### src/hw/ifetch_pkg.sv
package ifetch_pkg;

	// fetch timing
	localparam int unsigned IMEM_TIMEOUT_TH = 16; // cycles a transfer may wait for a response
	localparam int unsigned TMO_CW = $clog2(IMEM_TIMEOUT_TH); // timeout counter width
	localparam logic [31:0] RESET_PC = 32'h0000_0000;

	// ITCM geometry
	localparam int unsigned ITCM_WORDS = 256;
	localparam int unsigned ITCM_AW = 8; // word index width

	// memory map
	localparam logic [31:0] ITCM_BASE = 32'h0000_0000; // window of ITCM_WORDS*4 bytes
	localparam logic [31:0] EXT_BASE = 32'h8000_0000; // everything above goes to the ext port
	// the gap between the ITCM window and EXT_BASE is a decode hole

	// response error codes seen by the fetch stage
	typedef enum logic [1:0]
	{
		ERR_NONE = 2'd0,
		ERR_UNALIGNED = 2'd1,
		ERR_BUS = 2'd2,
		ERR_TIMEOUT = 2'd3
	} imem_err_e;

	// router destinations
	typedef enum logic [1:0]
	{
		TGT_ITCM = 2'd0,
		TGT_EXT = 2'd1,
		TGT_DECERR = 2'd2
	} bus_tgt_e;

endpackage

### src/hw/fetch_pc_gen.sv
`timescale 1ns/10ps

module fetch_pc_gen
	import ifetch_pkg::*;
(
	input logic clk,
	input logic resetn,
	input logic fetch_en,
	input logic redirect,
	input logic [31:0] redirect_pc,
	output logic [31:0] req_addr,
	output logic req_valid,
	input logic req_ready,
	input logic resp_valid,
	output logic [31:0] resp_pc
);

	logic [31:0] pc;
	logic req_fire;

	// pc of every issued request, popped by each response
	logic [31:0] pc_fifo [2];
	logic pc_wptr;
	logic pc_rptr;

	assign req_valid = fetch_en; // never looks at ready
	assign req_addr = pc;
	assign req_fire = req_valid & req_ready;

	always_ff @(posedge clk or negedge resetn)
	begin
		if (!resetn)
			pc <= RESET_PC;
		else if (redirect)
			pc <= redirect_pc; // an accept in this cycle still used the old pc
		else if (req_fire)
			pc <= pc + 32'd4;
	end

	always_ff @(posedge clk)
	begin
		if (req_fire)
			pc_fifo[pc_wptr] <= pc;
	end

	always_ff @(posedge clk or negedge resetn)
	begin
		if (!resetn)
		begin
			pc_wptr <= 1'b0;
			pc_rptr <= 1'b0;
		end
		else
		begin
			if (req_fire)
				pc_wptr <= ~pc_wptr;
			// the timeout response also consumes one entry
			if (resp_valid)
				pc_rptr <= ~pc_rptr;
		end
	end

	assign resp_pc = pc_fifo[pc_rptr];

endmodule

### config.mk
export PLATFORM = sky130hd
export DESIGN_NAME = fetch_pc_gen
export DESIGN_NICKNAME = d
export VERILOG_FILES = /design/src/hw/ifetch_pkg.sv /design/src/hw/fetch_pc_gen.sv
export SDC_FILE = /design/constraint.sdc
export NUM_CORES = 1
export LEC_CHECK = 0
export ABC_AREA = 1
export BUFFER_PORTS_ARGS = -buffer_cell sky130_fd_sc_hd__buf_2
export CAP_MARGIN = 20
export CORE_MARGIN = 4
export CORE_UTILIZATION = 59
export CTS_CLUSTER_DIAMETER = 200
export DETAILED_ROUTE_END_ITERATION = 16
export PLACE_DENSITY = 0.86
export SLEW_MARGIN = 5
export SYNTH_ARGS = -nofsm -noshare
export SYNTH_HDL_FRONTEND = slang
export SYNTH_SLANG_ARGS = --single-unit
export TNS_END_PERCENT = 10
### constraint.sdc
create_clock -name clk -period 5.5 [get_ports clk]
set_input_delay 0.55 -clock clk [delete_from_list [all_inputs] [get_ports clk]]
set_output_delay 0.55 -clock clk [all_outputs]
set_load 0.02 [all_outputs]
==> results list <==
- Outcome: finished clean
- In this run the cell area of the synthesized design comes to about 4700 um^2.
* Post-layout net count: ~600
- Synthesis inferred 98 register bits.
* Area grow syn2layout: 16.72%
- The critical path is of the flip-flop to output port type.
- Post-cts resize count: 0
* Cell chain of the critical path: buf_4, mux2_2, buf_2
- Full die area: ~9500 um^2
- Total number of yosys warnings: 0
- At the worst endpoint, the arrival time is roughly 1.8 ns.
- For this design the top-level I/O count stands at slightly above 100.
* Final period demand of the worst path: 2.335 ns
* Detailed Route Iter0 Violations: about 240
- Number of pins exceeding their max-slew limit in the final report: 0
- Global route overflow: 0
- Antenna cells: 0
- Count of endpoints failing setup in the final report: 0
- Measured against its own limit, the worst slew margin works out to 32.90%.
* Post-Syn Nets: just over 500
* Classification of the worst-slack hold path: primary input to async pin
- In this run the clock root is driven by a clkbuf_8.
- Setup repair after global routing left no endpoint under its margin.
* Detailed-placement wirelength estimate: ~7500 um
- Yosys mapped a number of flops with a built-in enable equal to 64.
- Worst-margin pin slew: about 1.0 ns
* Pin count of the biggest net entering global routing: 35
- Of the cells placed in the final design, the portion with a size suffix greater than 1 is a little over 30%.
* Switching part of the total: between 30% and 40%
- Number of clock sinks seen by CTS: 98
- Vias in the first global route: ~3,500
* Setup TNS: 0 ns
- Yosys attributes the largest share of cell area to edfxtp_1 41%, dfrtp_1 18%, nand2_1 10%.
- Placed Cells incl. Taps: 656
* Avg Synthesized Cell Area: 10.15 um^2
- Summed over all cells, the static leakage comes to ~2.4 nW.
- Dividing the detail-routed via count by the number of cells gives around 5.4.
- The commonest cells after synthesis are 128 x nand2_1, 64 x edfxtp_1, 45 x nand3_1, 42 x inv_1, 37 x nor2_1.
- Most used DFF post-synth: edfxtp_1
- Most numerous cell in the Yosys netlist: nand2_1
- The clock arrives with 0.01487 ns of skew.
- Clock Path Buffers: 2
- After detailed routing, the average wire length per cell comes to between 15 and 20 um.
* Worst IR Drop VDD: between 0.15 and 0.2 mV
* Clk Latency, worst-skew pair: 0.38 ns
- For this run, design rule violations remaining after detail routing come to 0.
- Number of maximum-capacitance constraint violations: 0
* Die extent in y: 97.33 um
- First-pass GRT wire length: 17,750 um
- Wires add up to between 10,000 and 15,000 um.
- In this run the number of H-tree levels came out at 3.
* Kind of capture point of the worst setup path: output port
- The clock network accounts for 23.6% of the total power.
- Pwr dens: ~370 nW/um^2
- Counting flops with an async set or reset pin after synthesis yields a share of 34.69%.
- In this run the worst path has a maximum fanout of 31.
- Post-cts hold buffer count: 0
- Startpoint type of the worst setup path: flip-flop
- Final cell utilization of the core: 71.11%
- Standard cell core area: just under 8000 um^2
- The final route contains ~3,600 vias.
- Crit path largest cell delay: about 0.44 ns
- Synthesis produced about 460 cells.
- First drt pass iteration count: 5
- Post-CTS Setup Inserts: 0
- After clock tree synthesis, the clock-pin slew on the worst setup and hold paths is ~0.10 ns.
* Post-route clock period utilization: about 42%
* Required @ worst endpoint: 4.95 ns
* Number of distinct library cells after synthesis: 26
- For this run, the total global-route usage over all layers was measured as 23.55%.
- The share of synthesized area in the top cell type comes to slightly above 40%.
- The internal power of the cells totals 1.326 mW.
* Std cell rows: 32
- Initial antenna violation count: 0
- Post-detailed-route count of antenna-violating nets: 0
- Area leader, netlist: edfxtp_1
- Timing would allow up to about 0.43 GHz.
- The analysis attributes to net switching a power of between 0.6 and 0.7 mW.
- Final hold violation count: 0
* Sequential area share after synthesis: between 50% and 60%
- TritonCTS built the clock tree.
- For this run, the number of standard cells in the final layout without fillers is 672.
- Buffers inserted during clock tree synthesis total 9.
- Initial Utilization: about 61%
- The floorplan step set the die width to roughly 97 um.
- Share of total power in sequential cells: 47.8%
* PortBufs: a little over 100
- CP max-delay cell: dfrtp_1
* Routability-driven placement congestion ratio: between 0.8 and 0.9
* Combinational share of power: 28.6%
flip-flops by register name (all words and copies together) (netlist names):
signal    count
pc_fifo      64
req_addr     32
pc_rptr       1
pc_wptr       1
power by group through the flow:
stage	logic (mW)	registers (mW)	clock network, mW
finish	0.575	0.962	0.476
global route	0.619	0.974	0.516
CTS	0.582	0.961	0.478
detailed placement	0.580	0.977	0
global placement	0.571	0.970	0
floorplan	0.383	0.982	0
layout make-up:
class,instances,area [um^2]
Tap cell,102,127.6
Multi-Input combinational cell,310,1713
Inverter,43,161.4
Clock inverter,6,75.07
Sequential cell,98,2773
Fill cell,576,2232
Clock buffer,10,127.6
Timing Repair Buffer,103,518.0
worst paths after layout:
| path | slack [ns] | end | start | cells past startpoint |
|---|---|---|---|---|
| setup / recovery | 3.17 | resp_pc[3] | pc_rptr$_DFFE_PN0P_ | 3 |
| hold / removal | 0.25 | req_addr[5]$_DFFE_PN0N_ | resetn | 1 |
| setup reg to reg | 3.78 | req_addr[18]$_DFFE_PN0N_ | req_addr[2]$_DFFE_PN0N_ | 8 |
| hold reg to reg | 0.51 | pc_fifo[0][1]$_DFFE_PP_ | req_addr[1]$_DFFE_PN0P_ | 0 |
| max in group asynchronous | 4.75 | req_addr[14]$_DFFE_PN0N_ | resetn | 1 |
| min in group clk | 0.34 | pc_rptr$_DFFE_PN0P_ | resp_valid | 2 |
cell usage in the layout, fill, tap and decap left out, drive strengths merged, types with 5 or more instances in the layout:
| cell | count |
|---|---|
| nand2 | 138 |
| buf | 103 |
| edfxtp | 64 |
| nor2 | 51 |
| nand3 | 45 |
| inv | 45 |
| dfrtp | 34 |
| mux2 | 32 |
| o21ai | 14 |
| o21bai | 10 |
| clkbuf | 10 |
| a21oi | 5 |
| xor2 | 5 |
kinds of logic after synthesis:
family                   after synthesis  synth area share [%]
multiplexers                          32                 7.654
AO/OA/AOI/OAI                         33                 4.252
XOR/XNOR                               5                0.9301
flip-flops                            98                 58.89
adder cells (fa/ha/maj)                1                0.2657
buffers and inverters                 56                 5.049
AND/OR/NAND/NOR                      239                 22.96
stage by stage:
stage | hold slack, ns | power (mW) | worst slack [ns] | area [um^2]
after CTS | 0.2647 | 2.021 | 3.154 | 5495
after floorplan | 0.2544 | 1.365 | 3.065 | 4708
after global placement | 0.5026 | 1.541 | 3.045 | 5293
final | 0.2469 | 2.013 | 3.165 | 5495
after global routing | 0.2868 | 2.109 | 3.077 | 5495
after detailed placement | 0.4910 | 1.556 | 2.923 | 5293
critical path, delay by kind of cell, from the launching register on:
| family | cells | cell delay (ns) |
|---|---|---|
| flops | 1 | 0.44 |
| buf+inv | 2 | 0.56 |
| mux | 1 | 0.39 |
routing by layer:
metal  share of wire (%)  up-vias  GRT usage, %
met5                   0        -             0
met2                  49      126         38.16
met4                 2.0        0         6.603
met1                  43     1709         31.54
li1                    -     1743             -
met3                 6.1       19         6.317
No activity file was read; power rests on OpenSTA's default activity.
