File: config.mk
export PLATFORM = sky130hd
export DESIGN_NAME = icb_route
export DESIGN_NICKNAME = d
export VERILOG_FILES = /design/src/hw/ifetch_pkg.sv /design/src/hw/icb_route.sv
export SDC_FILE = /design/constraint.sdc
export NUM_CORES = 1
export LEC_CHECK = 0
export CORE_AREA = 2 2 71 73
export CTS_CLUSTER_DIAMETER = 80
export CTS_CLUSTER_SIZE = 10
export DETAILED_ROUTE_END_ITERATION = 10
export DIE_AREA = 0 0 73 75
export DONT_BUFFER_PORTS = 1
export SLEW_MARGIN = 20
export SYNTH_ARGS = -nofsm -noshare
export SYNTH_HDL_FRONTEND = slang
export SYNTH_SLANG_ARGS = --single-unit
File: constraint.sdc
create_clock -name clk -period 1.9 [get_ports clk]
set_input_delay 0.285 -clock clk [delete_from_list [all_inputs] [get_ports clk]]
set_output_delay 0.285 -clock clk [all_outputs]
set_load 0.02 [all_outputs]
File: src/hw/ifetch_pkg.sv
package ifetch_pkg;

	// fetch timing
	localparam int unsigned IMEM_TIMEOUT_TH = 16; // cycles a transfer may wait for a response
	localparam int unsigned TMO_CW = $clog2(IMEM_TIMEOUT_TH); // timeout counter width
	localparam logic [31:0] RESET_PC = 32'h0000_0000;

	// ITCM geometry
	localparam int unsigned ITCM_WORDS = 256;
	localparam int unsigned ITCM_AW = 8; // word index width

	// memory map
	localparam logic [31:0] ITCM_BASE = 32'h0000_0000; // window of ITCM_WORDS*4 bytes
	localparam logic [31:0] EXT_BASE = 32'h8000_0000; // everything above goes to the ext port
	// the gap between the ITCM window and EXT_BASE is a decode hole

	// response error codes seen by the fetch stage
	typedef enum logic [1:0]
	{
		ERR_NONE = 2'd0,
		ERR_UNALIGNED = 2'd1,
		ERR_BUS = 2'd2,
		ERR_TIMEOUT = 2'd3
	} imem_err_e;

	// router destinations
	typedef enum logic [1:0]
	{
		TGT_ITCM = 2'd0,
		TGT_EXT = 2'd1,
		TGT_DECERR = 2'd2
	} bus_tgt_e;

endpackage

File: src/hw/icb_route.sv
`timescale 1ns/10ps

module icb_route
	import ifetch_pkg::*;
(
	input logic clk,
	input logic resetn,

	// upstream slave
	input logic [31:0] cmd_addr,
	input logic cmd_valid,
	output logic cmd_ready,
	output logic [31:0] rsp_rdata,
	output logic rsp_err,
	output logic rsp_valid,
	input logic rsp_ready,

	// ITCM master
	output logic [ITCM_AW-1:0] itcm_cmd_addr,
	output logic itcm_cmd_valid,
	input logic itcm_cmd_ready,
	input logic [31:0] itcm_rsp_rdata,
	input logic itcm_rsp_valid,
	output logic itcm_rsp_ready,

	// external master
	output logic [31:0] ext_cmd_addr,
	output logic ext_cmd_valid,
	input logic ext_cmd_ready,
	input logic [31:0] ext_rsp_rdata,
	input logic ext_rsp_err,
	input logic ext_rsp_valid,
	output logic ext_rsp_ready
);

	bus_tgt_e cmd_tgt;
	logic [31:0] itcm_off;
	logic tgt_ready;
	logic cmd_fire;
	logic rsp_fire;

	// targets in issue order
	bus_tgt_e ord_fifo [2];
	logic ord_wptr;
	logic ord_rptr;
	logic [1:0] ord_cnt;
	logic ord_full;
	bus_tgt_e head_tgt;

	assign itcm_off = cmd_addr - ITCM_BASE; // wraps for addresses below the base

	always_comb
	begin
		if (itcm_off < 32'(ITCM_WORDS * 4))
			cmd_tgt = TGT_ITCM;
		else if (cmd_addr >= EXT_BASE)
			cmd_tgt = TGT_EXT;
		else
			cmd_tgt = TGT_DECERR;
	end

	assign ord_full = ord_cnt[1];
	assign itcm_cmd_addr = itcm_off[ITCM_AW+1:2];
	assign ext_cmd_addr = cmd_addr;
	assign itcm_cmd_valid = cmd_valid & ~ord_full & (cmd_tgt == TGT_ITCM);
	assign ext_cmd_valid = cmd_valid & ~ord_full & (cmd_tgt == TGT_EXT);

	// decode errors are always taken
	assign tgt_ready = (cmd_tgt == TGT_ITCM) ? itcm_cmd_ready :
		(cmd_tgt == TGT_EXT) ? ext_cmd_ready : 1'b1;
	assign cmd_ready = ~ord_full & tgt_ready;
	assign cmd_fire = cmd_valid & cmd_ready;

	always_ff @(posedge clk)
	begin
		if (cmd_fire)
			ord_fifo[ord_wptr] <= cmd_tgt;
	end

	always_ff @(posedge clk or negedge resetn)
	begin
		if (!resetn)
		begin
			ord_wptr <= 1'b0;
			ord_rptr <= 1'b0;
			ord_cnt <= 2'd0;
		end
		else
		begin
			if (cmd_fire)
				ord_wptr <= ~ord_wptr;
			if (rsp_fire)
				ord_rptr <= ~ord_rptr;
			ord_cnt <= ord_cnt + {1'b0, cmd_fire} - {1'b0, rsp_fire};
		end
	end

	assign head_tgt = ord_fifo[ord_rptr];

	// only the head target may answer, a decerr head answers at once
	always_comb
	begin
		rsp_valid = 1'b0;
		rsp_rdata = 32'd0;
		rsp_err = 1'b0;
		if (ord_cnt != 2'd0)
		begin
			case (head_tgt)
				TGT_ITCM:
				begin
					rsp_valid = itcm_rsp_valid;
					rsp_rdata = itcm_rsp_rdata;
				end
				TGT_EXT:
				begin
					rsp_valid = ext_rsp_valid;
					rsp_rdata = ext_rsp_rdata;
					rsp_err = ext_rsp_err;
				end
				default:
				begin
					rsp_valid = 1'b1;
					rsp_err = 1'b1;
				end
			endcase
		end
	end

	assign rsp_fire = rsp_valid & rsp_ready;
	assign itcm_rsp_ready = (ord_cnt != 2'd0) & (head_tgt == TGT_ITCM) & rsp_ready;
	assign ext_rsp_ready = (ord_cnt != 2'd0) & (head_tgt == TGT_EXT) & rsp_ready;

endmodule

==> out/results.ini <==
[cells_and_area]
final.fill_count=487
final_core_util=0.342
final_cell_mix=buf_4 (49), nor2_1 (37), a22oi_1 (24)
drive_above_1_share=0.469
fin_nets=285
ff_latch_area_um2=221
area_growth_pct=18.7
diodes=0
final_common_cell=buf_4
multi_input_area_um2=781

[clock_tree]
cts_sinks=8
clk-insertion-delay-late_ns=0.23
cts_tree=done
path_clk_slew_ns=0.04
cts_root_buf=clkbuf_8
htreeDepth=1
cts_buffers=3
clk_path_buf_depth=2

[setup_path]
path_max_fanout=7
cpPeakStageDelay_ns=0.48
path_buf_inv=3
critPathKind=reg -> out
cp-end-kind=output port
worst-r2r-setup-slack_ns=0
slowest_stage=edfxtp_1
endpoint=rsp_rdata[17]
cp.required_ns=1.62
r2r_cells=8
r2r_end=ord_cnt[1]$_DFF_PN0_
critical-path-top-delay-family=flip-flops
startpoint=ord_fifo[0][1]$_DFFE_PP_
start_kind=register
crit_chain=o32ai_4 -> buf_6 -> buf_6 -> a22oi_2 -> nor2_1 -> buf_4
cp_num_cells=6
cp.arrival_ns=1.72
rr_startpoint=ord_fifo[0][1]$_DFFE_PP_
critPathMostFrequentCell=buf_6

[power]
power.leakage_nw=0.690
ir_drop_uv=569
power_density_nw_per_um2=1530

[floorplan]
row_count=25
die_x_um=73
io_pins=184
start_util=0.288
die_h_um=75
core_area_um2=4660
dieArea_um2=5480

[global_routing]
antenna_found_initial=0
grt_pass1_vias=1147
grt-ovfl-total=0
grt_first_pass_wirelength_um=5220
grt_max_degree=19
grt_usage=0.124

[sta]
period_share=1.05
setup_viol=33
hold_viol_final=0
period_minus_slack_ns=2.00
fin_tns_setup_ns=-2.14
worst_slack_ns=-0.102
worst_slew_pin_slew_ns=0.407
maxSlewHeadroom=0.728
fmaxAchievable_ghz=0.499
fin_worst_skew_ns=0.000597
rsz0062_at_grt=yes
drv_slew=0

[placement]
place.gp.congestion=0.748
portBuffers=0
dp_hpwl_um=3440

[yosys]
syn_area_um2=1340
ys.flop_type=edfxtp_1
async_flop_share=0.500
synth_top_area_frac=0.229
synth_fp_nets=275
synth_area_per_cell_um2=7.99
synth_edf_count=4
synthTopCellsByArea=buf_4 (23%), a22oi_1 (18%), nor2_1 (11%), edfxtp_1 (8.9%), dfrtp_1 (7.5%)
yosysSeqAreaShare=0.164
yosysWarnings=0
yosysTopAreaCell=buf_4
yosysUniqueCellTypes=32
netlist_instances=168
ys_ff_latch=8

[routing]
avgRoutedWirePerCell_um=17.6
via_per_inst=5.28
drcViolationCount=0
drtAntennaViolNets=0
vias=1220
wl_um=4070
drt_iter0_markers=39
dr.pass1.iters=4

[worst_hold_path]
hp-class=in -> reg

[status]
status=complete, but fails checks
violations=negative setup slack

[run]
cap_violations=0

-- stage by stage --
stage	std cells	cell area [µm²]	hold slack, ns	total power, mW	setup WS, ns
final	231	1590	0.153	2.44	-0.102
after global routing	231	1590	0.138	2.62	-0.211
after CTS	230	1520	0.145	2.38	-0.0730
after detailed placement	224	1450	-0.0104	2.12	0.0353
after global placement	224	1450	-0.0104	2.11	0.0788
after floorplan	168	1360	-0.0106	1.58	-0.00551
-- per-layer routing --
layer | share of wire | global-route usage | wire length (µm)
met1 | 0.31 | 0.116 | 1250
met2 | 0.54 | 0.235 | 2190
met3 | 0.14 | 0.0562 | 570
met4 | 0.015 | 0.0473 | 61
met5 | 0 | 0 | 0
-- repair_timing --
item,in CTS,in global routing
setup buffers,1,1
gates cloned,0,0
gates resized for setup,4,14
hold buffers,1,0
pin swaps,1,16
endpoints found under the setup margin,36,38
hold endpoints to repair,4,0
-- area by class of cell --
| class | count | area share |
|---|---|---|
| tap | 54 | 0.0424 |
| inverter | 8 | 0.0188 |
| sequential | 8 | 0.139 |
| timing repair buffer | 56 | 0.282 |
| multi-input combinational | 101 | 0.490 |
| clock buffer | 4 | 0.0283 |
-- Yosys cell counts (2+ instances only) --
master / n
clkbuf_1: 3
ha_1: 2
and3b_1: 2
dfrtp_1: 4
nor2_1: 38
nor4_2: 2
a22oi_1: 32
o32ai_4: 2
edfxtp_1: 4
nor3_1: 2
nor2b_1: 4
xnor2_1: 3
buf_4: 41
nor4_4: 2
inv_1: 6
buf_6: 3
buf_2: 3
-- how the worst min path moves through the flow --
stage,from,end,cells past startpoint
5_1_grt,cmd_addr[31],ord_fifo[1][0]$_DFFE_PP_,0
3_5_place_dp,resetn,ord_wptr$_DFFE_PN0N_,0
6_report,cmd_addr[31],ord_fifo[1][0]$_DFFE_PP_,0
4_1_cts,cmd_addr[31],ord_fifo[0][0]$_DFFE_PP_,0
3_3_place_gp,resetn,ord_wptr$_DFFE_PN0N_,0
2_1_floorplan,resetn,ord_cnt[0]$_DFF_PN0_,0
-- state kept, by name, summed over array words and instances (netlist names) --
signal / flops
ord_fifo: 4
ord_cnt: 2
ord_rptr: 1
ord_wptr: 1
-- power by group --
group / total (mW) / internal (mW) / switching, mW / leakage, nW
Clock: 0.219 / 0.146 / 0.0727 / 0.0228
Sequential: 0.316 / 0.249 / 0.0674 / 0.0823
Combinational: 1.90 / 0.868 / 1.03 / 0.585
Total: 2.44 / 1.26 / 1.17 / 0.690
-- kinds of logic after synthesis --
| family | Yosys count | share of synthesized area |
|---|---|---|
| buf+inv | 59 | 0.299 |
| xor+xnor | 4 | 0.0261 |
| fa+ha+maj | 2 | 0.0186 |
| compound gates | 40 | 0.270 |
| flops | 8 | 0.164 |
| simple gates | 55 | 0.222 |
(Power assumes the default switching activity.)
