## src/hw/ifetch_pkg.sv

```systemverilog
package ifetch_pkg;

	// fetch timing
	localparam int unsigned IMEM_TIMEOUT_TH = 16; // cycles a transfer may wait for a response
	localparam int unsigned TMO_CW = $clog2(IMEM_TIMEOUT_TH); // timeout counter width
	localparam logic [31:0] RESET_PC = 32'h0000_0000;

	// ITCM geometry
	localparam int unsigned ITCM_WORDS = 256;
	localparam int unsigned ITCM_AW = 8; // word index width

	// memory map
	localparam logic [31:0] ITCM_BASE = 32'h0000_0000; // window of ITCM_WORDS*4 bytes
	localparam logic [31:0] EXT_BASE = 32'h8000_0000; // everything above goes to the ext port
	// the gap between the ITCM window and EXT_BASE is a decode hole

	// response error codes seen by the fetch stage
	typedef enum logic [1:0]
	{
		ERR_NONE = 2'd0,
		ERR_UNALIGNED = 2'd1,
		ERR_BUS = 2'd2,
		ERR_TIMEOUT = 2'd3
	} imem_err_e;

	// router destinations
	typedef enum logic [1:0]
	{
		TGT_ITCM = 2'd0,
		TGT_EXT = 2'd1,
		TGT_DECERR = 2'd2
	} bus_tgt_e;

endpackage

```

## src/hw/ibus_ctrl.sv

```systemverilog
`timescale 1ns/10ps

module ibus_ctrl
	import ifetch_pkg::*;
(
	input logic clk,
	input logic resetn,

	// fetch request
	input logic [31:0] req_addr,
	input logic req_valid,
	output logic req_ready,

	// fetch response as a single-cycle strobe
	output logic [31:0] resp_rdata,
	output imem_err_e resp_err,
	output logic resp_valid,

	// read-only ICB master
	output logic [31:0] cmd_addr,
	output logic cmd_valid,
	input logic cmd_ready,
	input logic [31:0] rsp_rdata,
	input logic rsp_err,
	input logic rsp_valid,
	output logic rsp_ready,

	output logic ibus_timeout
);

	logic trans_start;
	logic trans_finish;
	logic clr_all;
	logic [1:0] out_cnt; // outstanding transfers 0..2
	logic no_outstanding;
	logic pc_aligned;

	// misalignment flag per outstanding transfer with one-hot pointers
	logic unal_flag [2];
	logic [1:0] fifo_wptr;
	logic [1:0] fifo_rptr;
	logic head_unaligned;

	logic [TMO_CW-1:0] tmo_cnt;
	logic tmo_flag; // sticky until reset
	logic tmo_pulse; // one cycle pulse that carries the ERR_TIMEOUT response
	logic tmo_expire;

	logic resp_ok;
	logic resp_unal;
	logic resp_bus_err;

	assign pc_aligned = (req_addr[1:0] == 2'b00);
	assign trans_start = req_valid & req_ready;
	assign trans_finish = resp_valid;
	assign no_outstanding = (out_cnt == 2'd0);
	assign clr_all = tmo_pulse;

	always_ff @(posedge clk or negedge resetn)
	begin
		if (!resetn)
			out_cnt <= 2'd0;
		else if (clr_all)
			out_cnt <= 2'd0;
		else if (trans_start & ~trans_finish)
			out_cnt <= out_cnt + 2'd1;
		else if (trans_finish & ~trans_start)
			out_cnt <= out_cnt - 2'd1;
	end

	always_ff @(posedge clk or negedge resetn)
	begin
		if (!resetn)
		begin
			fifo_wptr <= 2'b01;
			fifo_rptr <= 2'b01;
		end
		else
		begin
			if (trans_start)
				fifo_wptr <= {fifo_wptr[0], fifo_wptr[1]};
			if (trans_finish)
				fifo_rptr <= {fifo_rptr[0], fifo_rptr[1]};
		end
	end

	always_ff @(posedge clk)
	begin
		for (int i = 0; i < 2; i++)
		begin
			if (trans_start & fifo_wptr[i])
				unal_flag[i] <= ~pc_aligned;
		end
	end

	assign head_unaligned = (fifo_rptr[0] & unal_flag[0]) | (fifo_rptr[1] & unal_flag[1]);

	// aligned requests go straight through to the command channel
	assign cmd_addr = req_addr;
	assign cmd_valid = req_valid & pc_aligned & ~tmo_flag & ~out_cnt[1];
	assign req_ready = ~tmo_flag & ~out_cnt[1] & (~pc_aligned | cmd_ready);

	// restarts on every response and runs while anything is owed
	always_ff @(posedge clk or negedge resetn)
	begin
		if (!resetn)
			tmo_cnt <= '0;
		else if (~tmo_flag & (~no_outstanding | trans_finish))
			tmo_cnt <= trans_finish ? '0 : tmo_cnt + 1'b1;
	end

	// a response in the last cycle still counts as in time
	assign tmo_expire = ~tmo_flag & ~no_outstanding & ~trans_finish
		& (tmo_cnt == TMO_CW'(IMEM_TIMEOUT_TH - 1));

	always_ff @(posedge clk or negedge resetn)
	begin
		if (!resetn)
		begin
			tmo_flag <= 1'b0;
			tmo_pulse <= 1'b0;
		end
		else
		begin
			if (tmo_expire)
				tmo_flag <= 1'b1;
			tmo_pulse <= tmo_expire;
		end
	end

	assign ibus_timeout = tmo_flag;

	// response channel
	// a misaligned head answers on its own and blocks the bus response behind it
	assign rsp_ready = ~tmo_flag & ~(~no_outstanding & head_unaligned);
	assign resp_ok = rsp_valid & rsp_ready & ~rsp_err;
	assign resp_bus_err = rsp_valid & rsp_ready & rsp_err;
	assign resp_unal = ~tmo_flag & ~no_outstanding & head_unaligned;

	assign resp_valid = resp_ok | resp_bus_err | resp_unal | tmo_pulse;
	assign resp_rdata = rsp_rdata;

	always_comb
	begin
		if (tmo_pulse)
			resp_err = ERR_TIMEOUT;
		else if (resp_unal)
			resp_err = ERR_UNALIGNED;
		else if (resp_bus_err)
			resp_err = ERR_BUS;
		else
			resp_err = ERR_NONE;
	end

endmodule

```

## config.mk

```make
export PLATFORM = sky130hd
export DESIGN_NAME = ibus_ctrl
export DESIGN_NICKNAME = d
export VERILOG_FILES = /design/src/hw/ifetch_pkg.sv /design/src/hw/ibus_ctrl.sv
export SDC_FILE = /design/constraint.sdc
export NUM_CORES = 1
export LEC_CHECK = 0
export ABC_CLOCK_PERIOD_IN_PS = 3600
export BUFFER_PORTS_ARGS = -buffer_cell sky130_fd_sc_hd__buf_2
export CAP_MARGIN = 20
export CORE_MARGIN = 2
export CORE_UTILIZATION = 36
export DETAILED_ROUTE_END_ITERATION = 10
export PLACE_DENSITY = 0.95
export SYNTH_ARGS = -nofsm -noshare
export SYNTH_HDL_FRONTEND = slang
export SYNTH_SLANG_ARGS = --single-unit
```

## constraint.sdc

```tcl
create_clock -name clk -period 3.6 [get_ports clk]
set_input_delay 0.36 -clock clk [delete_from_list [all_inputs] [get_ports clk]]
set_output_delay 0.36 -clock clk [all_outputs]
set_load 0.02 [all_outputs]
```

==> metrics.yaml <==
gr-total-overflow: 0
syn_to_final_growth_pct: -25.41
max_stage_delay_ps: 580
vias: 679
fin_skew_ps: 4.970
placed_cell_area_um2: 874.6
worstPathCellList: "a22o_1 -> o21ai_0 -> a22oi_1 -> buf_2"
cp-start-kind: "flip-flop"
rrSetupSlack_ps: 1830
ys.warnings.count: 0
postCtsSetupRepairBufs: 0
critPathMaxFanout: 4
swShare: 0.3543
start_util: 0.3718
layout_common_cells: "16 x buf_2, 10 x dfrtp_1, 6 x nor2_1"
cts_tree: "built"
port_buffers: 16
rows: 21
dieWidth_um: 62.24
grt_max_degree: 15
die-area_mm2: 0.003874
syn-num-nets: 201
diodes: 0
dpl.hpwl_um: 1708
crit_path_end_kind: "output port"
p_seq_frac: 0.471
whs_path_depth: 2
use_met2: 0.1726
synth.distinct_cells: 32
synth_cells: 130
peakVddDrop_mv: 0.1257
worstReg2RegStart: "ibus_timeout"
grt_antenna_before_repair: 0
finish.utilization: 0.2773
cts.repair.resized: 0
max_freq_mhz: 482.3
cts.root.buffer_cell: "clkbuf_4"
final_common_cell: "buf_2"
worstPathArrival_ps: 1710
fin_tns_setup_ps: 0
dr.pass1.iters: 4
worst_r2r_endpoint: "fifo_wptr[1]"
yosys_register_bits: 14
p_int_uw: 295.4
clock_latency_ps: 280
p_sw_uw: 162.0
relSlewSlack: 0.6645
drive_gt1_frac: 0.3605
antenna_left: 0
die_y_um: 62.24
crit_slowest_cell: "dfstp_2"
hold_buffers: 1
power_frac_clock: 0.202
ys_seq_area_frac: 0.2971
cts.sinks: 14
htree_num_levels: 1
cts_buffer_depth: 2
ff2ff_path_depth: 3
outcome: "finished, final reports clean"
syn_avg_cell_area_um2: 9.394
cts_buffers: 3
cp.required_ps: 3240
period_needed_ps: 2074
gp_congestion: 0.8214
hold_viol_final: 0
drc: 0
use_met3: 0.06159
grt_usage: 0.1037
combPwrFrac: 0.327
crit_type: "flip-flop to output port"
leakage_nw: 0.4139
min-delay-start: "req_addr[1]"
path_clk_slew_ps: 80
drtIter0Drc: 26
via_per_inst: 5.144
nets: 158
grt_first_pass_wirelength_um: 3139
rsz0062_at_grt: "false"
power.density_mw_per_mm2: 502.2
path_delay_family: "compound AO/OA/AOI/OAI gates"
ios: 141
wire_per_inst_um: 15.93
grt_pass1_vias: 635
whs_ps: 408.3
finalPower_uw: 457.4
met1_usage: 0.09513
setup_viol: 0
slew_violations: 0
hold_class: "primary input to flip-flop"
core_region_area_mm2: 0.003284
min_to: "unal_flag[0][0]"
netlist_area_mm2: 0.001221
maxCapViolCount: 0
path_buf_inv: 1
top_usage_layer: "met2"
worst_slew_pin_slew_ps: 499.4
finalCritPeriodShare: 0.5760
routed_wl_um: 2103
design_area_um2: 910.9
==> logic make-up after synthesis <==
logic type      Yosys count  share of synthesized area
mux                       5                    0.04610
simple gates             26                     0.1311
buf+inv                  66                     0.3996
flops                    14                     0.2971
compound gates           17                     0.1086
fa+ha+maj                 1                    0.01024
xor+xnor                  1                   0.007173
==> metal layers <==
layer	wire length, um	vias up
li1	-	286
met1	683	322
met2	1050	53
met3	280	18
met4	89	0
met5	0	-
==> registers in the layout, summed over array words and instances (netlist names) <==
name,cells
clr_all,1
fifo_rptr,2
fifo_wptr,2
ibus_timeout,1
out_cnt,2
tmo_cnt,4
unal_flag,2
==> worst max-delay path by stage <==
stage | startpoint | slack [ps] | cells after the start | to
CTS | fifo_rptr[0] | 1520 | 4 | resp_valid
global route | fifo_rptr[0] | 1430 | 4 | resp_valid
detailed placement | ibus_timeout | 1840 | 3 | fifo_wptr[1]
global placement | fifo_rptr[0] | 1900 | 4 | resp_valid
finish | fifo_rptr[0] | 1530 | 4 | resp_valid
floorplan | fifo_rptr[0] | 1780 | 4 | fifo_rptr[1]
==> cell usage after synthesis (all sizes together) <==
library cell   n  area (um2)
xnor2          1       8.760
a22o           3       26.28
nor2           7       33.78
mux2           5       56.30
a31oi          2       12.51
clkbuf         1       3.750
a221oi         1       26.28
nand2b         1       6.260
nor2b          2       12.51
nand2          3       11.26
or2            2       12.52
dfrtp         10       250.2
dfstp          2       52.55
or3b           1       8.760
and4           1       8.760
ha             1       12.51
nor4b          1       23.77
nor3           3       15.01
edfxtp         2       60.06
a22oi          1       7.510
o22ai          1       6.260
a21o           1       7.510
o31a           1       8.760
a21oi          4       20.02
inv            1       3.750
buf           64       480.5
o21ai          2       10.01
o31ai          1       7.510
and2           2       12.51
nand3          3       15.01
==> area by class of cell <==
| class | count | area, um2 |
|---|---|---|
| clock buffer | 4 | 26.28 |
| multi-input combinational | 50 | 370.4 |
| tap | 46 | 57.56 |
| inverter | 1 | 3.754 |
| timing repair buffer | 17 | 90.09 |
| fill | 344 | 2374 |
| sequential | 14 | 362.8 |
==> stage by stage <==
| step | instances | setup WS (ps) |
|---|---|---|
| global placement | 127 | 1902 |
| detailed placement | 127 | 1837 |
| floorplan | 130 | 1785 |
| global route | 132 | 1432 |
| finish | 132 | 1526 |
| CTS | 132 | 1524 |
==> power groups by stage <==
stage | clock, mW | sequential, mW | combinational (mW)
floorplan | 0 | 0.211 | 0.216
global placement | 0 | 0.216 | 0.142
detailed placement | 0 | 0.219 | 0.149
CTS | 0.0957 | 0.215 | 0.151
global route | 0.102 | 0.219 | 0.165
finish | 0.0926 | 0.215 | 0.149
(Power assumes the default switching activity.)
